### src/boot_pkg.sv
//##########################################################################
// shared types and constants for the secure boot sequencer
// secure memory is fixed at 16 words, so addresses are 4 bits wide
// chip ID and auth IDs are one 256-bit memory word each
// LC codes other than RAW, DEV, PROD and EOL are left unnamed
//##########################################################################
`default_nettype none

package boot_pkg;

    localparam int id_w   = 256;
    localparam int blk_w  = 512;
    localparam int gpio_w = 32;

    localparam logic [3:0] CHIP_ID_ADDR = 4'h0;
    localparam logic [3:0] LC_AUTH_BASE = 4'h8;    // plus lc state

    localparam logic [gpio_w-1:0] RST_REQ_WORD = 32'h1;
    localparam logic [gpio_w-1:0] RELEASE_WORD = 32'h10;

    localparam logic [5:0] GPIO_ODATA = 6'h0;
    localparam logic [5:0] GPIO_IDATA = 6'h5;

    typedef enum logic [2:0] {
        LC_RAW  = 3'd0,
        LC_DEV  = 3'd2,
        LC_PROD = 3'd3,
        LC_EOL  = 3'd5
    } lc_state_e;

    typedef enum logic [3:0] {
        BOOT_INIT, RESET_SOC, LC_AUTH_WAIT, LC_AUTH, CHALLENGE_GEN, CHALLENGE_READ,
        CHIPID_GEN, CHIPID_STORE, PROVISION_LC, LC_POLL, LC_TRANSITION, RESET_SOC2,
        OP_RELEASE, TRUNC_BOOT, ABORT
    } boot_state_e;

    typedef enum logic {
        HOST_RESET,
        HOST_RELEASE
    } host_op_e;

    typedef struct packed {
        logic [gpio_w-1:0] wdata;
        logic [5:0]        data_type;
        logic              rw;          // 1 = write
    } gpio_pkt_t;

    typedef struct packed {
        logic            rd_en;
        logic            wr_en;
        logic [3:0]      addr;
        logic [id_w-1:0] wdata;
    } mem_req_t;

endpackage

`default_nettype wire

### src/lc_port.sv
//##########################################################################
// lifecycle controller request and completion
// lc_identifier is only non-zero during the request pulse
// lc_ok keeps the last lc_success until the next completion
//##########################################################################
`timescale 1ns/1ps
`default_nettype none

module lc_port (
    input  logic                        clk,
    input  logic                        fuse,
    input  logic                        lc_start,
    input  logic [boot_pkg::id_w-1:0]   lc_id,
    input  logic                        lc_done,
    input  logic                        lc_success,
    output logic                        lc_transition_request,
    output logic [boot_pkg::id_w-1:0]   lc_identifier,
    output logic                        lc_done_pulse,
    output logic                        lc_ok
);

    logic busy;
    logic accept;
    logic finish;

    assign accept = lc_start && !busy;
    assign finish = busy && !lc_transition_request && lc_done;

    always_ff @(posedge clk or negedge fuse) begin
        if (!fuse) begin
            busy                  <= 1'b0;
            lc_transition_request <= 1'b0;
            lc_identifier         <= '0;
            lc_done_pulse         <= 1'b0;
            lc_ok                 <= 1'b0;
        end else begin
            lc_transition_request <= accept;
            lc_identifier         <= accept ? lc_id : '0;
            lc_done_pulse         <= finish;
            if (finish) begin
                lc_ok <= lc_success;
                busy  <= 1'b0;
            end else if (accept) begin
                busy <= 1'b1;
            end
        end
    end

endmodule

`default_nettype wire

### config.mk
export PLATFORM = sky130hd
export DESIGN_NAME = lc_port
export DESIGN_NICKNAME = d
export VERILOG_FILES = /design/src/boot_pkg.sv /design/src/lc_port.sv
export SDC_FILE = /design/constraint.sdc
export NUM_CORES = 1
export LEC_CHECK = 0
export ABC_AREA = 1
export BUFFER_PORTS_ARGS = -buffer_cell sky130_fd_sc_hd__buf_4
export CORE_AREA = 2 2 202 204
export DETAILED_ROUTE_END_ITERATION = 12
export DIE_AREA = 0 0 204 206
export PLACE_DENSITY = 0.53
export SLEW_MARGIN = 5
export SYNTH_ARGS = -nofsm -noshare
export SYNTH_HDL_FRONTEND = slang
export SYNTH_SLANG_ARGS = --single-unit
### constraint.sdc
create_clock -name clk -period 1.07 [get_ports clk]
set_input_delay 0 -clock clk [delete_from_list [all_inputs] [get_ports clk]]
set_output_delay 0 -clock clk [all_outputs]
set_load 0.02 [all_outputs]
Word-level counts from Yosys, hierarchy flattened:

Index checks and enable logic that the tools add are counted.
Widths: inputs -> output; s select.

* flip-flop bits (word level): 260
* input port bits: 261
* output and inout bits: 259
* word-level logic and storage cells: 14

* multiplexer cells: 3
* reduce and logical (&&, ||, !) cells: 6

Operator list (count)
* $mux 256: 1
* $logic_and 1x1->1: 3
* $logic_not 1->1: 2
* $mux 1: 2
* $reduce_bool 2->1: 1

Logic depth before layout (Yosys ltp):

* depth in word-level cells: 4
* gate-level depth with buffers: 6
* gate-level depth less buffers: 4

Least setup slack after synthesis:

Ideal clock, no wire load.

* path type: reg2reg
* from: register busy
* to: register lc_identifier[215] (netlist bit)
* setup time: 72 ps
* arrival: 939 ps
* required time: 998 ps
* path slack: 59 ps
* stages on the path, launching flop included: 6
* path buffers: 2
* clock period less this slack: 1011 ps
* cells stage by stage: dfrtp_1 > nor2_2 > inv_2 > buf_6 > buf_2 > nor2_1

* cells in the longest elaborated chain, start to end: 3

RTL lines
* start: declaration: RTL line lc_port.sv:22 `logic busy;`
* start signal: assignment: RTL line lc_port.sv:31 `busy <= 1'b0;`
* start signal: assignment: RTL line lc_port.sv:42 `busy <= 1'b0;`
* start signal: assignment: RTL line lc_port.sv:44 `busy <= 1'b1;`
* $logic_not 1->1: RTL line lc_port.sv:26 `assign accept = lc_start && !busy;`
* $logic_and 1x1->1: RTL line lc_port.sv:26
* named net accept: RTL line lc_port.sv:23 `logic accept;`
* $mux 256: RTL line lc_port.sv:38 `lc_identifier <= accept ? lc_id : '0;`
* end signal: assignment: RTL line lc_port.sv:38
* end: declaration: RTL line lc_port.sv:17 `output logic [boot_pkg::id_w-1:0] lc_identifier,`

The timed path passes the listed nets, and every way through them passes these cells.
A chain may end at the register's enable or synchronous reset.

Worst setup path in the final report:

* from: register busy
* to: register lc_identifier[202] (netlist bit)

The elaborated chain is that of the path after synthesis.

==> impl_results.rst <==
.. list-table::
   :header-rows: 1

   * - Metric
     - Value
   * - Worst Reg-to-Reg Cells
     - 4
   * - Top library cells by usage in the layout, fill and taps aside
     - buf_4, dfrtp_1, dlygate4sd3_1
   * - Final cell count without fillers
     - 2,166
   * - Share of cells above drive strength 1
     - 38.46%
   * - Leading cell type in the layout, fill and taps excluded
     - buf_4
   * - Remaining max-slew budget at the tightest pin
     - 79.19%
   * - Clock Path Buffers
     - 3
   * - Number of hold violations in the final report
     - 17
   * - Synth Net Count
     - 1,072
   * - Area delta synth->final
     - 104.3%
   * - Critical Path, Cell by Cell
     - nor2_4 -> inv_8 -> buf_12 -> nor2_1
   * - Die footprint
     - 42,020 um2
   * - Residual overflow from global routing
     - 0
   * - Total wire length after detailed routing
     - 31,950 um
   * - Number of pins exceeding their max-slew limit in the final report
     - 0
   * - Tightest Pin Transition
     - 0.3121 ns
   * - Sink count of the clock tree
     - 260
   * - Hold buffer count at CTS
     - 260
   * - Outcome
     - finished, violations left
   * - Number of nets in the finished design
     - 1,876
   * - Arrival time at the worst endpoint
     - 1.58 ns
   * - First-pass GRT wire length
     - 47,110 um
   * - Number of buffers inserted during clock tree synthesis
     - 29
   * - Reg-to-reg critical path startpoint
     - busy
   * - Peak clock frequency supported by timing
     - 883.8 MHz
   * - Source-to-sink clock delay at the later pin of the worst-skew pair
     - 0.55 ns
   * - Drt initial violations
     - 352
   * - Sequential fraction of the synthesis area
     - 74.28%
   * - Pre-CTS setup slack
     - -0.1098 ns
   * - Number of global-route vias before repair
     - 8,737
   * - Number of distinct library cells after synthesis
     - 10
   * - Cell leakage power
     - 9.985 nW
   * - Worst setup EP type
     - flop
   * - Gp weighted congestion
     - 0.8284
   * - Final cycle utilization of the critical path
     - 105.7%
   * - Setup repair after global routing missed its margin
     - yes
   * - Final critical-path required period
     - 1.131 ns
   * - Via/cell ratio
     - 3.699
   * - Power density normalized to cell area
     - 1457 nW/um2
   * - Worst Hold Slack
     - -0.07176 ns
   * - Max cap viols
     - 0
   * - IO buf count
     - 519
   * - Peak ir drop on the vdd network
     - 1180 uV
   * - Post-synthesis instance total
     - 811
   * - Mean Syn Cell Area
     - 10.80 um2
   * - Total via count after detailed routing
     - 8,011
   * - Sort of element at the start of the critical path
     - flop
   * - Number of failing setup endpoints in the final timing report
     - 161
   * - Crit path required time
     - 1.52 ns
   * - Horizontal die dimension
     - 204 um
   * - Register bit total from synthesis
     - 260
   * - Number of ports placed on the die boundary
     - 520
   * - Smallest setup slack after layout
     - -0.06143 ns
   * - Total routing usage reported by global routing
     - 14.44%
   * - Number of design rule violations left after detail routing
     - 0
   * - Largest net degree at the start of global routing
     - 58
   * - Largest stage delay, worst path
     - 0.41 ns
   * - Std-Cell Rows
     - 74
   * - Clock tree from TritonCTS
     - done
   * - Half-perimeter wire length of the detailed placement result
     - 21,230 um
   * - Classification of the worst setup path
     - flop to flop
   * - Die Span Y
     - 206 um
   * - CTS H-Tree Depth
     - 1
   * - Kind of path behind the tightest hold check
     - primary input to asynchronous set/reset pin
   * - Number of search-and-repair iterations in the first detailed-routing pass
     - 4
   * - Setup slack of the worst register-to-register path
     - -0.06 ns
   * - Netlist area before placement
     - 8760 um2
   * - Post-Route Skew
     - 0.01745 ns
   * - Initial antenna violation count
     - 1
   * - Number of cells after detailed placement
     - 1,855
   * - CTS clock-pin slew for the worst setup and hold paths
     - 0.06 ns
   * - Critical-path maximum fanout
     - 54
   * - Endpoint of the worst-slack reg-to-reg timing path
     - lc_identifier[202]
   * - CTS Root Cell
     - clkbuf_16
   * - Post-DR wirelength/cell
     - 14.75 um
   * - Starting density of the core
     - 21.80%
   * - Violated checks
     - negative hold slack, negative setup slack
   * - Slowest-stage cell, CP
     - dfrtp_1
   * - Count of nets left with antenna violations after detail routing
     - 0
   * - Core area
     - 40,180 um2
   * - Synth warn
     - 0
## per-layer routing
metal / global-route usage, % / part of all wire [%]
met5: 0 / 0
met4: 5.719 / 3.3
met3: 3.453 / 6.8
met2: 26.21 / 52
met1: 16.29 / 38
## power by group
part           total [mW]  internal, mW  leakage (nW)  switching [mW]
registers            10.9          10.6          3.52           0.376
clock network        9.44          5.52         0.445            3.92
logic                5.69          2.96          6.02            2.73
## sequential cells by signal, summed over array words and instances, names as in the netlist
register and cells:
lc_identifier 256, lc_ok 1, busy 1, lc_done_pulse 1
lc_transition_request 1
## per-stage QoR
step	setup TNS (ns)	area (um2)	utilization (%)	power, mW
global route	-15.92	17890	44.52	27.25
finish	-2.501	17890	44.53	26.07
floorplan	0	8760	-	12.85
detailed placement	-15.63	13320	33.15	15.36
CTS	-4.134	17770	44.22	26.33
global placement	-13.33	13320	33.15	15.32
## area by class of cell
cell class / count / area [um2]
antenna: 1 / 2.502
inverter: 260 / 983.4
clock buffer: 39 / 813.3
fill: 3637 / 22290
sequential: 260 / 6506
multi-input combinational: 263 / 1111
timing repair buffer: 801 / 7730
tap: 532 / 665.6
clock inverter: 10 / 81.33
## worst max-delay path: cells and delay by family (launching register included)
kind / cells / cell delay, ns
buf+inv: 2 / 0.28
flops: 1 / 0.41
simple gates: 2 / 0.32
## repair_timing
item	in CTS	in global routing
pin swaps	1	1
gates cloned	0	0
setup buffers	0	1
resized for setup	253	43
endpoints found under the setup margin	501	429
hold endpoints to repair	520	17
## worst max path at each step
stage	from	end	slack [ns]	cells past startpoint
after floorplan	busy	lc_identifier[215]	0.06	5
after global placement	busy	lc_identifier[132]	-0.09	4
after detailed placement	busy	lc_identifier[210]	-0.11	4
after CTS	lc_identifier[35]	lc_identifier[35]	-0.06	1
after global routing	busy	lc_identifier[202]	-0.12	4
final	busy	lc_identifier[202]	-0.06	4
## synth_stat cells, drive strengths merged
cell type	n	area [um2]
buf	28	284.0
dfrtp	260	6506
inv	260	975.9
nand2	2	7.510
nand3	1	5.000
nand4	1	6.260
nor2	259	974.7
## cell families after synthesis
kind of cell  synth area share [%]
buf+inv                      14.38
flops                        74.28
simple gates                 11.34
(Power assumes the default switching activity.)
