===== src/boot_pkg.sv =====
//##########################################################################
// shared types and constants for the secure boot sequencer
// secure memory is fixed at 16 words, so addresses are 4 bits wide
// chip ID and auth IDs are one 256-bit memory word each
// LC codes other than RAW, DEV, PROD and EOL are left unnamed
//##########################################################################
`default_nettype none

package boot_pkg;

    localparam int id_w   = 256;
    localparam int blk_w  = 512;
    localparam int gpio_w = 32;

    localparam logic [3:0] CHIP_ID_ADDR = 4'h0;
    localparam logic [3:0] LC_AUTH_BASE = 4'h8;    // plus lc state

    localparam logic [gpio_w-1:0] RST_REQ_WORD = 32'h1;
    localparam logic [gpio_w-1:0] RELEASE_WORD = 32'h10;

    localparam logic [5:0] GPIO_ODATA = 6'h0;
    localparam logic [5:0] GPIO_IDATA = 6'h5;

    typedef enum logic [2:0] {
        LC_RAW  = 3'd0,
        LC_DEV  = 3'd2,
        LC_PROD = 3'd3,
        LC_EOL  = 3'd5
    } lc_state_e;

    typedef enum logic [3:0] {
        BOOT_INIT, RESET_SOC, LC_AUTH_WAIT, LC_AUTH, CHALLENGE_GEN, CHALLENGE_READ,
        CHIPID_GEN, CHIPID_STORE, PROVISION_LC, LC_POLL, LC_TRANSITION, RESET_SOC2,
        OP_RELEASE, TRUNC_BOOT, ABORT
    } boot_state_e;

    typedef enum logic {
        HOST_RESET,
        HOST_RELEASE
    } host_op_e;

    typedef struct packed {
        logic [gpio_w-1:0] wdata;
        logic [5:0]        data_type;
        logic              rw;          // 1 = write
    } gpio_pkt_t;

    typedef struct packed {
        logic            rd_en;
        logic            wr_en;
        logic [3:0]      addr;
        logic [id_w-1:0] wdata;
    } mem_req_t;

endpackage

`default_nettype wire


===== src/host_link.sv =====
//##########################################################################
// one host command at a time over the GPIO registers
// host acks reset on rdata bit 1, release on bit 5
// the ack bit must be held until the host sees the next write
//##########################################################################
`timescale 1ns/1ps
`default_nettype none

module host_link (
    input  logic                          clk,
    input  logic                          fuse,
    input  logic                          host_start,
    input  boot_pkg::host_op_e            host_op,
    input  logic [boot_pkg::gpio_w-1:0]   gpio_reg_rdata,
    output logic                          gpio_reg_access,
    output boot_pkg::gpio_pkt_t           gpio_reg_packet,
    output logic                          host_done
);
    import boot_pkg::*;

    typedef enum logic [1:0] {HL_IDLE, HL_CMD, HL_POLL} hl_phase_e;

    hl_phase_e phase;
    host_op_e  op_q;
    logic      ack;

    assign ack = (op_q == HOST_RELEASE) ? gpio_reg_rdata[5] : gpio_reg_rdata[1];

    always_ff @(posedge clk or negedge fuse) begin
        if (!fuse) begin
            phase     <= HL_IDLE;
            op_q      <= HOST_RESET;
            host_done <= 1'b0;
        end else begin
            host_done <= 1'b0;
            case (phase)
                HL_IDLE: begin
                    if (host_start) begin
                        op_q  <= host_op;
                        phase <= HL_CMD;
                    end
                end
                HL_CMD:  phase <= HL_POLL;  // write goes out for one cycle
                HL_POLL: begin
                    if (ack) begin
                        host_done <= 1'b1;
                        phase     <= HL_IDLE;
                    end
                end
                default: phase <= HL_IDLE;
            endcase
        end
    end

    always_comb begin
        gpio_reg_packet = '0;
        gpio_reg_access = (phase != HL_IDLE);
        gpio_reg_packet.wdata = (op_q == HOST_RELEASE) ? RELEASE_WORD : RST_REQ_WORD;
        if (phase == HL_CMD) begin
            gpio_reg_packet.rw        = 1'b1;
            gpio_reg_packet.data_type = GPIO_ODATA;
        end else begin
            gpio_reg_packet.data_type = GPIO_IDATA;   // poll for the ack
        end
    end

endmodule

`default_nettype wire


===== config.mk =====
export PLATFORM = sky130hd
export DESIGN_NAME = host_link
export DESIGN_NICKNAME = d
export VERILOG_FILES = /design/src/boot_pkg.sv /design/src/host_link.sv
export SDC_FILE = /design/constraint.sdc
export NUM_CORES = 1
export LEC_CHECK = 0
export ABC_AREA = 1
export BUFFER_PORTS_ARGS = -buffer_cell sky130_fd_sc_hd__buf_2
export CORE_MARGIN = 2
export CORE_UTILIZATION = 28
export CTS_CLUSTER_DIAMETER = 50
export CTS_CLUSTER_SIZE = 8
export DETAILED_ROUTE_END_ITERATION = 6
export PLACE_DENSITY = 0.82
export SLEW_MARGIN = 10
export SYNTH_ARGS = -nofsm -noshare
export SYNTH_HDL_FRONTEND = slang
export SYNTH_SLANG_ARGS = --single-unit

===== constraint.sdc =====
create_clock -name clk -period 1.4 [get_ports clk]
set_clock_uncertainty 0.1 [all_clocks]
set_input_delay 0.07 -clock clk [delete_from_list [all_inputs] [get_ports clk]]
set_output_delay 0.07 -clock clk [all_outputs]
set_load 0.01 [all_outputs]

=== Word level (Yosys, flattened, before mapping) ===
Index checks and enable logic that the tools add are counted.

* Equality and inequality tests: 4
* Multiplexer cells: 9
* Reduce and logical (&&, ||, !) cells: 4

{| class="wikitable"
|+ Operator list
! operator !! number
|-
| $pmux 2 s3 || 1
|-
| $mux 5 || 1
|-
| $mux 1 || 4
|-
| $mux 2 || 2
|-
| $ne 2x2->1 const B || 2
|-
| $reduce_and 2->1 || 2
|-
| $mux 3 || 1
|-
| $eq 2x1->1 const B || 1
|-
| $eq 2x2->1 const B || 1
|-
| $logic_not 2->1 || 1
|-
| $reduce_bool 2->1 || 1
|}

* Word-level logic and storage cells: 20
* Input bits: 36
* Output and inout port bits: 41
* Flip-flop bits (word level): 4

=== Longest topological paths before layout ===
Gate-level depths: netlist (run 1).

* Depth in word-level cells: 3
* Mapped depth: 4
* Gate-level depth less buffers: 4

=== Worst setup path after synthesis (run 1) ===
Ideal clock, no wire load.

* Path type: flip-flop to output port
* From: register phase[1]
* To: output gpio_reg_packet[3] (netlist bit)
* Stages on the path, launching flop included: 4
* Data arrival time: 0.714 ns
* Data required time: 1.230 ns
* Setup slack: 0.516 ns
* Cells stage by stage: dfrtp_1 -> inv_1 -> nand2_1 -> buf_4

{| class="wikitable"
|+ RTL lines
! what !! line !! text
|-
| from (decl) || host_link.sv:23 || <nowiki>hl_phase_e phase;</nowiki>
|-
| from (signal assigned) || host_link.sv:31 || <nowiki>phase <= HL_IDLE;</nowiki>
|-
| from (signal assigned) || host_link.sv:40 || <nowiki>phase <= HL_CMD;</nowiki>
|-
| from (signal assigned) || host_link.sv:43 || <nowiki>HL_CMD: phase <= HL_POLL;</nowiki>
|-
| to (decl) || host_link.sv:16 || <nowiki>output boot_pkg::gpio_pkt_t gpio_reg_packet,</nowiki>
|}

==> results.cfg, run 1 <==
[place]
dp_worst_setup_slack_ns = 0.4759
hpwl_um = 492.5
port_buffers = 12
place_congestion = 0.6290
placed_cell_count = 84

[floorplanning]
start_util_pct = 29.98
core.rowCount = 14
floorplan.io_pins = 77
die_width_um = 44.17
core_area_mm2 = 0.001506
die-height_um = 44.17
die_area_mm2 = 0.001951

[cells_and_area]
finalCoreUtilization_pct = 29.07
final_common_cell = sky130_fd_sc_hd__conb_1
area_growth_syn_to_layout_pct = -3.047
n_antenna_cell = 0
design.final.nets = 112
finish.cell_count_without_fillers = 90
layout-drive-gt1-share_pct = 24.32
most_frequent_cells_in_the_layout = sky130_fd_sc_hd__conb_1 (34), sky130_fd_sc_hd__buf_2 (12), sky130_fd_sc_hd__nand2_1 (7), sky130_fd_sc_hd__inv_1 (4), sky130_fd_sc_hd__dfrtp_1 (4)

[clock_tree]
cts_tree = built
cts.reportedPaths.clkPinSlew_ns = 0.04
post_cts_resize_count = 0
cts.hold.buffers_added = 3
htreeDepth = 1
cts-root-buf = sky130_fd_sc_hd__clkbuf_4
buffers_inserted_by_post_cts_timing_repair = 0
cts-buffers-inserted = 3
clock_sinks = 4
cts-root-to-sink-buffers = 2
clk-insertion-delay-late_ns = 0.23

[sta]
clock.fmax_ghz = 0.8796
finalHoldViolCount = 0
period_minus_slack_ns = 1.137
final_cycle_share_pct = 81.20
hold-worst-slack_ns = 0.02172
timing.final.setup_violations = 0
finalWorstSetupSlack_ns = 0.2632
tns_ns = 0
timing.final.max_slew_violations = 0
grt_setup_unrepaired = false

[status]
outcome = finished clean

[grt]
maximum_number_of_pins_on_one_net_before_global_route_repair = 5
global_route_wire_length_before_repair_um = 738
number_of_antenna_violations_at_the_first_check_in_global_routing = 0
gr_util_all_layers_pct = 5.813
globalRoute.totalOverflow = 0
grt_pass1_vias = 179

[setup_path]
cells_along_the_critical_path = inv_1 -> nand2_1 -> inv_1 -> buf_2
crit_fanout = 4
critical_path_required_ns = 1.23
critPathSlowestCell = sky130_fd_sc_hd__dfrtp_1
timing_worst_setup_path_type = register to output port
cell_type_with_the_highest_occurrence_count_on_the_critical_path = sky130_fd_sc_hd__inv_1
cp-start-kind = register
slowest_delay_ns = 0.38
critPathCaptureType = output port
crit_arrival_ns = 0.97

[drt]
routed_via_density = 3.011
detail_route.first_pass.iterations = 2
initialDrtViolationCount = 3
drc = 0
num_vias = 271
drt-total-wl_um = 568
avgRoutedWirePerCell_um = 6.311
drt.antenna.violating_nets = 0

[logic_synthesis]
synth_area_per_cell_um2 = 7.656
netlist_instances = 59
synth_register_bits = 4
synth_cell_type_count = 11
synth-seq-area-share_pct = 22.16
syn-cell-area_um2 = 451.7
yosys_warnings = 0

[hold_path]
min_path_type = primary input to register

[flow_run]
max_cap_viol_count = 0

[power]
ir_worst_vdd_mv = 0.5193
p_per_cell_area_mw_per_mm2 = 1406
p_leak_uw = 0.0002994
==> per-stage QoR <==
step           power (uW)  instance area (um^2)
2_1_floorplan       472.7                 575.6
4_1_cts             627.8                 437.9
6_report            615.7                 437.9
3_3_place_gp        470.7                 385.4
3_5_place_dp        473.7                 385.4
5_1_grt             677.8                 437.9
==> routing by layer <==
| metal | part of all wire [%] | global-route usage (%) |
|---|---|---|
| met4 | 2.1 | 7.273 |
| met1 | 36 | 6.468 |
| met2 | 46 | 7.059 |
| met5 | 0 | 0 |
| met3 | 16 | 2.857 |
==> cell type report <==
class,count,area (um^2)
clock buffers,3,22.52
fillers,177,1069
inverters,5,18.77
multi-input cells,47,186.4
flip-flops and latches,4,100.1
well taps,16,20.02
repair buffers,15,90.09
==> cells by family after synthesis <==
family / after synthesis / synth area share (%)
buffers and inverters: 41 / 63.99
AND/OR/NAND/NOR: 13 / 13.02
flip-flops: 4 / 22.16
other: 1 / 0.8302
==> worst max-delay path, delay by kind of cell, from the launching register on <==
family        cells  cell delay (ns)
simple gates      1             0.10
buf+inv           3             0.25
flops             1             0.38
==> final timing paths <==
path | start | end | slack, ns | cells past startpoint
max | phase[1]$_DFFE_PN0P_ | gpio_reg_packet[0] | 0.26 | 4
min in group asynchronous | fuse | host_done$_DFF_PN0_ | 0.08 | 2
max reg2reg | phase[1]$_DFFE_PN0P_ | op_q$_DFFE_PN0P_ | 0.48 | 4
max in group asynchronous | fuse | op_q$_DFFE_PN0P_ | 1.01 | 2
min | gpio_reg_rdata[1] | phase[1]$_DFFE_PN0P_ | 0.02 | 4
min reg2reg | op_q$_DFFE_PN0P_ | op_q$_DFFE_PN0P_ | 0.44 | 2
==> cells in the mapped netlist, drive strengths merged <==
cell	count	share of area, %
conb	1	0.83
dfrtp	4	22
inv	5	4.2
nand2	8	7.2
and2	1	1.4
buf	36	60
nand3	2	2.2
nor2	2	2.2
==> state kept, by name, summed over array words and instances, names as in the netlist <==
name and flops:
host_done 1, op_q 1, phase 2
==> where the power goes <==
part           switching (uW)  internal (uW)
clock network            44.6           95.7
logic                     182            103
registers                32.6            158
Power figures use the tool's default switching activity.
==> run 2, diff against run 1 <==
Settings changed: CORE_ASPECT_RATIO set to 0.8, CORE_UTILIZATION 28 to 26, PLACE_DENSITY 0.82 to 0.77.
Clock period 1.4 ns to 1.1 ns, I/O delays scaled along.
==> results.cfg, run 2 (same netlist as run 1, synthesis figures left out) <==
[floorplanning]
die_area_mm2 = 0.002089
die-height_um = 41.28
core_area_mm2 = 0.001627
die_width_um = 50.60
core.rowCount = 13
start_util_pct = 27.77
floorplan.io_pins = 77

[grt]
number_of_antenna_violations_at_the_first_check_in_global_routing = 0
global_route_wire_length_before_repair_um = 724
grt_pass1_vias = 199
maximum_number_of_pins_on_one_net_before_global_route_repair = 5
gr_util_all_layers_pct = 5.710
globalRoute.totalOverflow = 0

[power]
p_per_cell_area_mw_per_mm2 = 1808
p_leak_uw = 0.0003072
totalPowerFinal_uw = 834.6
combPwrFrac_pct = 49.2
p_int_uw = 491.6
total_switching_power_uw = 343.1
ir_worst_vdd_mv = 0.7182
share_seq_of_total_power_pct = 29.5
switching_share_pct = 41.10
power.share.clock_pct = 21.3

[setup_path]
timing_worst_setup_path_type = register to output port
critPathSlowestCell = sky130_fd_sc_hd__dfrtp_1
cp-start-kind = register
setup_crit_start = phase[0]$_DFFE_PN0P_
critical_path_required_ns = 0.94
crit_arrival_ns = 0.95
critPathCaptureType = output port
slowest_delay_ns = 0.40
cells_along_the_critical_path = nor2_2 -> inv_1 -> buf_2
r2r_start = phase[0]$_DFFE_PN0P_
crit_fanout = 3

[cells_and_area]
n_antenna_cell = 0
final_common_cell = sky130_fd_sc_hd__conb_1
num-fill-cells = 174
register_ranked_first_by_flip_flop_count = phase
design.final.nets = 113
layout-drive-gt1-share_pct = 28.00
largest_reg_flops = 2
most_frequent_cells_in_the_layout = sky130_fd_sc_hd__conb_1 (34), sky130_fd_sc_hd__buf_2 (11), sky130_fd_sc_hd__nand2_1 (6), sky130_fd_sc_hd__dfrtp_1 (4)
area_growth_syn_to_layout_pct = 2.216
biggestRegsByFlops = phase (2), host_done (1), op_q (1)

[drt]
drt.antenna.violating_nets = 0
initialDrtViolationCount = 0
drc = 0
routed_via_density = 2.876
num_vias = 279
drt-total-wl_um = 553
detail_route.first_pass.iterations = 1
avgRoutedWirePerCell_um = 5.701

[place]
port_buffers = 12
place_congestion = 0.6684
hpwl_um = 488.4

[sta]
timing.final.max_slew_violations = 0
finalWorstSetupSlack_ns = -0.005846
clock.fmax_ghz = 0.9043
timing.final.setup_violations = 1
period_minus_slack_ns = 1.106
grt_setup_unrepaired = true
hold-worst-slack_ns = 0.01830
finalHoldViolCount = 0
final_cycle_share_pct = 100.5

[clock_tree]
cts-root-buf = sky130_fd_sc_hd__clkbuf_4
cts-buffers-inserted = 3
clk-insertion-delay-late_ns = 0.23
clock_sinks = 4
cts.reportedPaths.clkPinSlew_ns = 0.04
cts-root-to-sink-buffers = 2
cts_tree = built
htreeDepth = 1

[flow_run]
max_cap_viol_count = 0

[status]
outcome = finished with violations
failing_checks = setup timing

[hold_path]
min_path_type = primary input to register
min_from = gpio_reg_rdata[1]
## run 2: cell types whose count changed in the layout (fill, tap and decap cells not counted)
| cell | change |
|---|---|
| sky130_fd_sc_hd__buf_6 | +1 |
| sky130_fd_sc_hd__nand2_2 | +1 |
| sky130_fd_sc_hd__buf_2 | -1 |
| sky130_fd_sc_hd__nand2_1 | -1 |
| sky130_fd_sc_hd__buf_4 | +1 |
| sky130_fd_sc_hd__inv_2 | +1 |
| sky130_fd_sc_hd__inv_1 | -1 |
## run 2: final timing paths
check | cells after the start | endpoint | slack, ns
max in group asynchronous | 2 | host_done$_DFF_PN0_ | 0.71
worst min register to register | 2 | op_q$_DFFE_PN0P_ | 0.44
worst min-delay path | 4 | phase[1]$_DFFE_PN0P_ | 0.02
min in group asynchronous | 2 | op_q$_DFFE_PN0P_ | 0.07
worst max-delay path | 3 | gpio_reg_access | -0.006
worst max register to register | 5 | op_q$_DFFE_PN0P_ | 0.06
## run 2: metrics by stage
stage          setup TNS (ns)  utilization (%)  instances  cell area [um^2]  setup WS (ns)
2_1_floorplan               0                -         92             575.6         0.2307
3_3_place_gp                0            24.15         90             392.9         0.1798
3_5_place_dp                0            24.15         90             392.9         0.1576
4_1_cts              -0.03120            27.54         96             447.9       -0.02072
5_1_grt              -0.09996            28.38         97             461.7       -0.04856
6_report            -0.005846            28.38         97             461.7      -0.005846
## run 2: final cells by class
| type | count | area (um^2) | share of cell area [%] |
|---|---|---|---|
| Clock buffer | 3 | 22.52 | 4.878 |
| Inverter | 5 | 18.77 | 4.065 |
| Multi-Input combinational cell | 47 | 188.9 | 40.92 |
| Sequential cell | 4 | 100.1 | 21.68 |
| Tap cell | 22 | 27.53 | 5.962 |
| Timing Repair Buffer | 16 | 103.9 | 22.49 |
## run 2: critical path: cells and delay by family (launching register included)
kind	cells	cell delay [ns]
buf+inv	2	0.18
flops	1	0.40
simple gates	1	0.15
## run 2: per-layer routing
metal / wire length (um) / global-route usage, % / up-vias
li1: - / - / 139
met1: 202 / 4.526 / 115
met2: 257 / 8.882 / 25
met3: 93 / 6.934 / 0
met4: 0 / 2.027 / 0
met5: 0 / 0 / -
## run 2: what timing repair did
action                                 4_1_cts  5_1_grt
pin swaps                                    0        1
setup endpoints to repair                    4        4
endpoints found under the hold margin        6        0
cloned                                       0        0
hold buffers                                 3        0
gates resized for setup                      1        2
setup buffers                                0        1
## run 2: power groups by stage
stage | combinational (uW) | clock (uW) | sequential (uW)
5_1_grt | 454 | 203 | 252
3_5_place_dp | 358 | 0 | 245
4_1_cts | 372 | 190 | 246
2_1_floorplan | 358 | 0 | 244
6_report | 410 | 178 | 247
3_3_place_gp | 352 | 0 | 243
