<file path="config.mk">
export PLATFORM = sky130hd
export DESIGN_NAME = secure_mem_port
export DESIGN_NICKNAME = d
export VERILOG_FILES = /design/src/boot_pkg.sv /design/src/secure_mem_port.sv
export SDC_FILE = /design/constraint.sdc
export NUM_CORES = 1
export LEC_CHECK = 0
export BUFFER_PORTS_ARGS = -buffer_cell sky130_fd_sc_hd__buf_4
export CORE_AREA = 2 2 404 406
export DETAILED_ROUTE_END_ITERATION = 12
export DIE_AREA = 0 0 406 408
export GPL_TIMING_DRIVEN = 0
export PLACE_DENSITY = 0.37
export SLEW_MARGIN = 20
export SYNTH_ARGS = -nofsm -noshare
export SYNTH_HDL_FRONTEND = slang
export SYNTH_SLANG_ARGS = --single-unit
</file>
<file path="constraint.sdc">
create_clock -name clk -period 13.4 [get_ports clk]
set_input_delay 0.67 -clock clk [delete_from_list [all_inputs] [get_ports clk]]
set_output_delay 0.67 -clock clk [all_outputs]
set_load 0.02 [all_outputs]
</file>
<file path="src/boot_pkg.sv">
//##########################################################################
// shared types and constants for the secure boot sequencer
// secure memory is fixed at 16 words, so addresses are 4 bits wide
// chip ID and auth IDs are one 256-bit memory word each
// LC codes other than RAW, DEV, PROD and EOL are left unnamed
//##########################################################################
`default_nettype none

package boot_pkg;

    localparam int id_w   = 256;
    localparam int blk_w  = 512;
    localparam int gpio_w = 32;

    localparam logic [3:0] CHIP_ID_ADDR = 4'h0;
    localparam logic [3:0] LC_AUTH_BASE = 4'h8;    // plus lc state

    localparam logic [gpio_w-1:0] RST_REQ_WORD = 32'h1;
    localparam logic [gpio_w-1:0] RELEASE_WORD = 32'h10;

    localparam logic [5:0] GPIO_ODATA = 6'h0;
    localparam logic [5:0] GPIO_IDATA = 6'h5;

    typedef enum logic [2:0] {
        LC_RAW  = 3'd0,
        LC_DEV  = 3'd2,
        LC_PROD = 3'd3,
        LC_EOL  = 3'd5
    } lc_state_e;

    typedef enum logic [3:0] {
        BOOT_INIT, RESET_SOC, LC_AUTH_WAIT, LC_AUTH, CHALLENGE_GEN, CHALLENGE_READ,
        CHIPID_GEN, CHIPID_STORE, PROVISION_LC, LC_POLL, LC_TRANSITION, RESET_SOC2,
        OP_RELEASE, TRUNC_BOOT, ABORT
    } boot_state_e;

    typedef enum logic {
        HOST_RESET,
        HOST_RELEASE
    } host_op_e;

    typedef struct packed {
        logic [gpio_w-1:0] wdata;
        logic [5:0]        data_type;
        logic              rw;          // 1 = write
    } gpio_pkt_t;

    typedef struct packed {
        logic            rd_en;
        logic            wr_en;
        logic [3:0]      addr;
        logic [id_w-1:0] wdata;
    } mem_req_t;

endpackage

`default_nettype wire

</file>
<file path="src/secure_mem_port.sv">
//##########################################################################
// single read or write to the 16-word secure memory
// reads hold rd_en and addr until rd_data_valid, write strobe is one cycle
// mem_width must be at least id_w, only the low id_w bits are kept
//##########################################################################
`timescale 1ns/1ps
`default_nettype none

module secure_mem_port #(
    parameter int mem_width = boot_pkg::id_w
) (
    input  logic                        clk,
    input  logic                        fuse,
    input  logic                        mem_rd_start,
    input  logic                        mem_wr_start,
    input  logic [3:0]                  mem_addr,
    input  logic [boot_pkg::id_w-1:0]   mem_wdata,
    input  logic [mem_width-1:0]        rd_data,
    input  logic                        rd_data_valid,
    output boot_pkg::mem_req_t          mem_req,
    output logic                        mem_done,
    output logic [boot_pkg::id_w-1:0]   rd_word
);
    import boot_pkg::*;

    always_ff @(posedge clk or negedge fuse) begin
        if (!fuse) begin
            mem_req  <= '0;
            mem_done <= 1'b0;
        end else begin
            mem_done <= 1'b0;
            if (mem_req.wr_en) begin
                mem_req.wr_en <= 1'b0;
                mem_done      <= 1'b1;
            end else if (mem_req.rd_en) begin
                if (rd_data_valid) begin
                    mem_req.rd_en <= 1'b0;
                    mem_done      <= 1'b1;
                end
            end else if (mem_rd_start || mem_wr_start) begin
                mem_req.rd_en <= mem_rd_start;
                mem_req.wr_en <= mem_wr_start && !mem_rd_start;   // read wins
                mem_req.addr  <= mem_addr;
                mem_req.wdata <= mem_wdata;
            end
        end
    end

    always_ff @(posedge clk) begin
        if (mem_req.rd_en && rd_data_valid) begin
            rd_word <= rd_data[id_w-1:0];
        end
    end

endmodule

`default_nettype wire

</file>
# [After elaboration in Yosys (flattened, before gate mapping)]
# Index checks and enable logic that the tools add are counted.
[word_totals] ff_bits=519 out_inout_bits=519 elab_cells=21 inputBits=521
[classes] reduce_logical=5 n_bitwise=2 n_mux=8
[op_table] operator="$mux W262" n=1
[op_table] operator="$mux W261" n=1
[op_table] operator="$mux W1" n=6
[op_table] operator="$reduce_and A3 Y1" n=1
[op_table] operator="$logic_and A1 B1 Y1" n=2
[op_table] operator="$not A1 Y1" n=2
[op_table] operator="$logic_not A1 Y1" n=1
[op_table] operator="$logic_or A1 B1 Y1" n=1

# [Logic depth before layout (Yosys ltp)]
# Gate-level depths: netlist (run 1).
[depth] word_depth=5 mapped_depth=5 depth_no_buf=3

# [Worst setup path before layout (run 1)]
# No wires, ideal clock.
[synth_path] path_kind="input-to-reg" start="input rd_data_valid" end="register mem_done" n_path_buf=0 path_slack_ns=6.236 required_ns=13.297 arrival_time_ns=7.061 cell_stages=2 setup_ns=0.103 cell_sequence="and2_1 or2_2"
[synth_between] elab_chain_cells=3
[synth_lines] element="start: declaration" line="secure_mem_port.sv:19" rtl="input logic rd_data_valid,"
[synth_lines] element="$mux W1" line="secure_mem_port.sv:36" rtl="if (rd_data_valid) begin"
[synth_lines] element="$mux W1" line="secure_mem_port.sv:35" rtl="end else if (mem_req.rd_en) begin"
[synth_lines] element="$mux W1" line="secure_mem_port.sv:32" rtl="if (mem_req.wr_en) begin"
[synth_lines] element="end signal: assignment" line="secure_mem_port.sv:31" rtl="mem_done <= 1'b0;"
[synth_lines] element="end signal: assignment" line="secure_mem_port.sv:34" rtl="mem_done <= 1'b1;"
[synth_lines] element="end signal: assignment" line="secure_mem_port.sv:38" rtl="mem_done <= 1'b1;"
[synth_lines] element="end: declaration" line="secure_mem_port.sv:21" rtl="output logic mem_done,"
# No other way between the ends.
# A chain may end at the register's enable or synchronous reset.

# [Worst setup path after layout (run 1)]
[layout_path] start="register mem_req[261] in the netlist's numbering" end="register mem_req[216] in the netlist's numbering"
[layout_between] elab_chain_cells=2
[layout_lines] element="start: declaration" line="secure_mem_port.sv:20" rtl="output boot_pkg::mem_req_t mem_req,"
[layout_lines] element="$not A1 Y1 (no line)"
[layout_lines] element="$reduce_and A3 Y1 (no line)"
# No other way between the ends.

==> impl_results.md, run 1 <==
- Largest net degree at the start of global routing: 86
- Number of flops mapped to enable cells by yosys: 256
- Yosys reg bits: 519
- Vias in the first global route: 13116
- Hold Path Class: in2reg
- Arr. time, crit path: 2.81 ns
- Syn nets: 1336
- Pleak: 0.0129 µW
- Post-Syn Area: 0.0175 mm²
- Final period util: 17.1%
- CTS tree: built
- Synth warnings: 0
- Tot GR Track Use: 12.0%
- Minimum clock period: 2.29 ns
- Sequential area share after synthesis: 81.6%
- Die Wd: 406 µm
- Num CTS Buffers: 71
- Slew margin rel.: 54.2%
- Maximum fanout along the worst path: 10
- Detailed Routing Iterations Pass 1: 6
- First-pass GRT wire length: 130000 µm
- Setup violations, final: 0
- Area contributors post-synth: edfxtp_1 (44%), dfrtp_1 (38%), mux2_1 (13%)
- Tot Pwr: 6260 µW
- Share of layout cells above drive strength 1: 62.4%
- Most used DFF post-synth: dfrtp_1
- H-tree depth: 3
- Initial Util: 10.8%
- Most frequent cells in the layout: buf_4 (1050), dfrtp_1 (263), edfxtp_1 (256)
- Dpl hpwl: 85400 µm
- Post-CTS Repair Setup Buffers: 0
- Post-synth top area share: 44.0%
- Placer Congestion: 0.817
- Mapped Avg Cell Area: 21.4 µm²
- CP Class: reg2reg
- CTS root buffer: clkbuf_16
- Data required, critical path: 13.92 ns
- Yosys top cell by area: edfxtp_1
- Outcome: complete, no violations
- Async S/R FF share, synth: 50.7%
- Final Hold Fails: 0
- Actual slew at the worst max-slew pin: 0.685 ns
- Die height: 408 µm
- Max Cap Violations: 0
- Remaining antenna violation count: 0
- Area Overhead vs Synth: 75.1%
- Initial DRC count: 467
- Worst-Skew Late Latency: 0.65 ns
- Final Skew: 0.0229 ns
- Worst-path clk slew: 0.06 ns
- Via count: 12365
- Util after Layout: 18.9%
- Highest clock rate: 0.437 GHz
- # fillers: 17726
- Core area: 0.162 mm²
- TNS Setup: 0 ns
- Vias per cell: 2.96
- Die Area: 0.166 mm²
- Wire per inst: 24.6 µm
- Ports: 1040
- Design area: 0.0306 mm²
- Cells after synthesis: 815
- Nets: 2458
- Max-slew violations: 0
- Post-Route WL: 103000 µm
- Clk sink count: 519
- CP Launch Type: flip-flop
- Number of core rows: 148
- Peak VDD IR: 0.0936 mV
- Initial antenna violation count: 36
- CTS Buffer Depth: 3
- Synth unique cells: 15
- Most common cell after layout, fill and taps aside: buf_4
- Congestion Overflow GR: 0
- IO buf count: 1039
- Post-DP Area: 0.0282 mm²
- Endpoint class of the critical path: flip-flop
- RSZ-0062 raised after global routing: false
- Post-route DRC: 0
- PD cells: 205 mW/mm²
## where the power goes
part / internal [µW] / total, µW / switching, µW
Clock: 1110 / 1910 / 804
Sequential: 2120 / 2350 / 230
Combinational: 869 / 2000 / 1130
## synthesized netlist by cell type (6+ instances only)
library cell	count
buf_4	12
mux2_2	60
edfxtp_1	256
buf_6	10
dfrtp_1	263
buf_2	6
mux2_1	200
## critical path, stage by stage (launching register included)
cell and delay (ns):
dfrtp_1 0.45, nor3_4 0.62, buf_4 0.37, buf_4 0.34
mux2_1 0.35
## final timing paths
kind / startpoint / end / slack [ns] / cells past startpoint
min in group asynchronous: fuse / mem_req[261]$_DFFE_PN0N_ / 0.46 / 2
worst max register to register: mem_req[261]$_DFFE_PN0N_ / mem_req[216]$_DFFE_PN0P_ / 11.11 / 4
worst min-delay path: rd_data[186] / rd_word[186]$_DFFE_PP_ / 0.17 / 1
max in group asynchronous: fuse / mem_req[234]$_DFFE_PN0P_ / 11.66 / 4
worst min register to register: mem_req[178]$_DFFE_PN0P_ / mem_req[178]$_DFFE_PN0P_ / 0.48 / 1
worst max-delay path: mem_req[261]$_DFFE_PN0N_ / mem_req[216]$_DFFE_PN0P_ / 11.11 / 4
## final cells by class
| class | instances | area, µm² | area share [%] |
|---|---|---|---|
| inverters | 1 | 3.75 | 0.0123 |
| repair buffers | 1049 | 8050 | 26.3 |
| multi-input cells | 267 | 2980 | 9.74 |
| diodes | 11 | 27.5 | 0.0899 |
| flip-flops and latches | 519 | 14300 | 46.6 |
| clock inverters | 24 | 285 | 0.932 |
| plain buffers | 28 | 233 | 0.760 |
| well taps | 2175 | 2720 | 8.89 |
| clock buffers | 101 | 2040 | 6.67 |
## layer usage
layer | up-vias | global-route usage (%) | wire (µm)
li1 | 5307 | - | -
met1 | 6330 | 13.1 | 37200
met2 | 595 | 21.2 | 52800
met3 | 117 | 5.21 | 10600
met4 | 16 | 2.56 | 1850
met5 | - | 0 | 97
## sequential cells by signal, summed over array words and instances, names as in the netlist
| name | flops |
|---|---|
| mem_done | 1 |
| rd_word | 256 |
| mem_req | 262 |
## through the flow
step	hold WS (ns)	setup WS, ns	instances
floorplan	0.374	6.24	815
global placement	0.469	1.61	4029
detailed placement	0.476	10.56	4038
CTS	0.0771	10.87	4164
global route	0.101	10.90	4164
finish	0.172	11.11	4175
## logic make-up after synthesis
group           count (synthesis)  synth area share (%)
flops                         519                  81.6
mux                           260                  16.8
buf+inv                        29                  1.35
simple gates                    5                 0.200
compound gates                  2                0.0644
## timing repair
| action | CTS | global route |
|---|---|---|
| hold buffers | 1 | 0 |
| endpoints found under the hold margin | 26 | 0 |
| resized for setup | 0 | 0 |
Power figures use the tool's default switching activity.
==> inputs of run 2 (changes only) <==
==> constraint.sdc (replaced) <==
create_clock -name clk -period 2.3 [get_ports clk]
set_input_delay 0.115 -clock clk [delete_from_list [all_inputs] [get_ports clk]]
set_output_delay 0.115 -clock clk [all_outputs]
set_load 0.02 [all_outputs]
==> run 2 against run 1 <==
Non-clock buffer count grew 525. Sequential power grew to 5.8 times the previous value. Via count grew 15%. Worst setup slack lost 11 ns. Clock-buffer cell count grew 5. Largest power group unchanged. Cell area grew 18%. Combinational power grew to 6.3 times the previous value. Worst hold slack lost 0.010 ns. Global-route usage grew 0.28 points. Total power grew to 6.0 times the previous value. Die area is the same. Clock power grew to 6.0 times the previous value.
==> impl_results.md, run 2 (synthesis gave the netlist of run 1 again) <==
- Via count: 14194
- Vias in the first global route: 15548
- Dpl hpwl: 84600 µm
- Biggest register: mem_req
- Largest registers: mem_req (262), rd_word (256), mem_done (1)
- Highest clock rate: 0.473 GHz
- Nets: 2985
- Worst setup margin: 0.187 ns
- Arr. time, crit path: 2.45 ns
- Most frequent cells in the layout: buf_4 (1051), dlygate4sd3_1 (521), dfrtp_1 (262)
- Design area: 0.0360 mm²
- Post-DP Area: 0.0283 mm²
- Minimum clock period: 2.11 ns
- Slew margin rel.: 66.2%
- # fillers: 17266
- Post-place setup slack: -0.289 ns
- Initial Util: 10.8%
- Max Cap Violations: 0
- Share of layout cells above drive strength 1: 49.8%
- Area Overhead vs Synth: 106%
- Final instance count without filler cells: 4721
- Congestion Overflow GR: 0
- Initial DRC count: 585
- Die height: 408 µm
- Die Area: 0.166 mm²
- Number of core rows: 148
- Outcome: complete, no violations
- Clk sink count: 519
- IO buf count: 1039
- CTS root buffer: clkbuf_16
- Area of the multi-input gates: 0.00298 mm²
- Detailed Routing Iterations Pass 1: 4
- Peak VDD IR: 0.571 mV
- Actual slew at the worst max-slew pin: 0.507 ns
- RSZ-0062 raised after global routing: false
- Met3 Use GR: 4.19%
- Worst-Skew Late Latency: 0.68 ns
- CTS Buffer Depth: 3
- Vias per cell: 3.01
- Most Crowded Layer GR: met2
- Sequential cell area: 0.0143 mm²
- H-tree depth: 3
- Post-Route WL: 105000 µm
- CP Launch Type: flip-flop
- Placer Congestion: 0.827
- Core area: 0.162 mm²
- First-pass GRT wire length: 137000 µm
- Final Skew: 0.0375 ns
- Num CTS Buffers: 73
- Wire per inst: 22.2 µm
- Maximum fanout along the worst path: 45
- Initial antenna violation count: 34
- Final period util: 91.9%
- Setup violations, final: 0
- Remaining antenna violation count: 0
- CTS tree: built
- TNS Setup: 0 ns
- Final Hold Fails: 0
- Die Wd: 406 µm
- Hold Path Class: in2reg
- Data required, critical path: 2.64 ns
- Grt met1 use: 14.1%
- Pleak: 0.0152 µW
- Max-slew violations: 0
- Tot GR Track Use: 12.3%
- Max reg flops: 262
- Worst-path clk slew: 0.06 ns
- Post-route DRC: 0
- Placed Cells: 4039
- Largest net degree at the start of global routing: 82
- Ports: 1040
- CP Class: reg2reg
- Global Route met2 Usage: 21.5%
- PD cells: 1050 mW/mm²
- Most common cell after layout, fill and taps aside: buf_4
- Endpoint class of the critical path: flip-flop
-- run 2: changes by cell type in the layout (fill, tap and decap cells not counted), moves of 2 or more --
| cell | change |
|---|---|
| buf_12 | +4 |
| clkbuf_1 | +4 |
| clkinv_1 | -4 |
| clkinv_16 | -2 |
| clkinv_2 | +7 |
| diode_2 | +11 |
| dlygate4sd3_1 | +520 |
| inv_16 | +2 |
| inv_6 | +2 |
-- run 2: metrics by stage --
stage	power (µW)	utilization [%]	hold WS (ns)
floorplan	18900	-	-0.181
global placement	25800	17.3	0.294
detailed placement	25800	17.5	0.0511
CTS	38700	22.2	0.0653
global route	39600	22.3	0.0995
finish	37800	22.3	0.162
-- run 2: final cells by class --
class / instances / area share [%]
well taps: 2175 / 7.56
clock buffers: 106 / 5.78
multi-input cells: 267 / 8.28
diodes: 22 / 0.153
flip-flops and latches: 519 / 39.6
clock inverters: 29 / 0.903
repair buffers: 1574 / 37.0
inverters: 1 / 0.0104
plain buffers: 28 / 0.646
-- run 2: per-layer routing --
layer / part of all wire (%) / up-vias
met2: 51 / 598
met5: 0.026 / -
li1: - / 6383
met4: 2.3 / 4
met3: 7.8 / 115
met1: 39 / 7094
-- run 2: worst max-delay path: stages (launching register included) --
cell,delay (ns)
dfrtp_2,0.43
and2_4,0.20
buf_16,0.24
buf_12,0.26
buf_12,0.27
buf_16,0.28
-- run 2: worst paths after layout --
path	start	to	slack [ns]	cells past startpoint
max	mem_req[261]$_DFFE_PN0N_	rd_word[26]$_DFFE_PP_	0.19	5
min	rd_data[233]	rd_word[233]$_DFFE_PP_	0.16	2
max reg2reg	mem_req[261]$_DFFE_PN0N_	rd_word[26]$_DFFE_PP_	0.19	5
min reg2reg	mem_req[160]$_DFFE_PN0P_	mem_req[160]$_DFFE_PN0P_	0.48	1
max in group asynchronous	fuse	mem_req[91]$_DFFE_PN0P_	0.86	5
min in group asynchronous	fuse	mem_req[26]$_DFFE_PN0P_	0.57	4
-- run 2: timing repair --
| action | 4_1_cts | 5_1_grt |
|---|---|---|
| resized for setup | 1 | 0 |
| setup endpoints to repair | 220 | 0 |
| endpoints found under the hold margin | 701 | 0 |
| buffers inserted | 3 | 0 |
| hold buffers | 522 | 0 |
-- run 2: report_power, final --
part	switching, µW	internal [µW]
Combinational	6910	5690
Sequential	1300	12400
Clock	4800	6710
Total	13000	24800
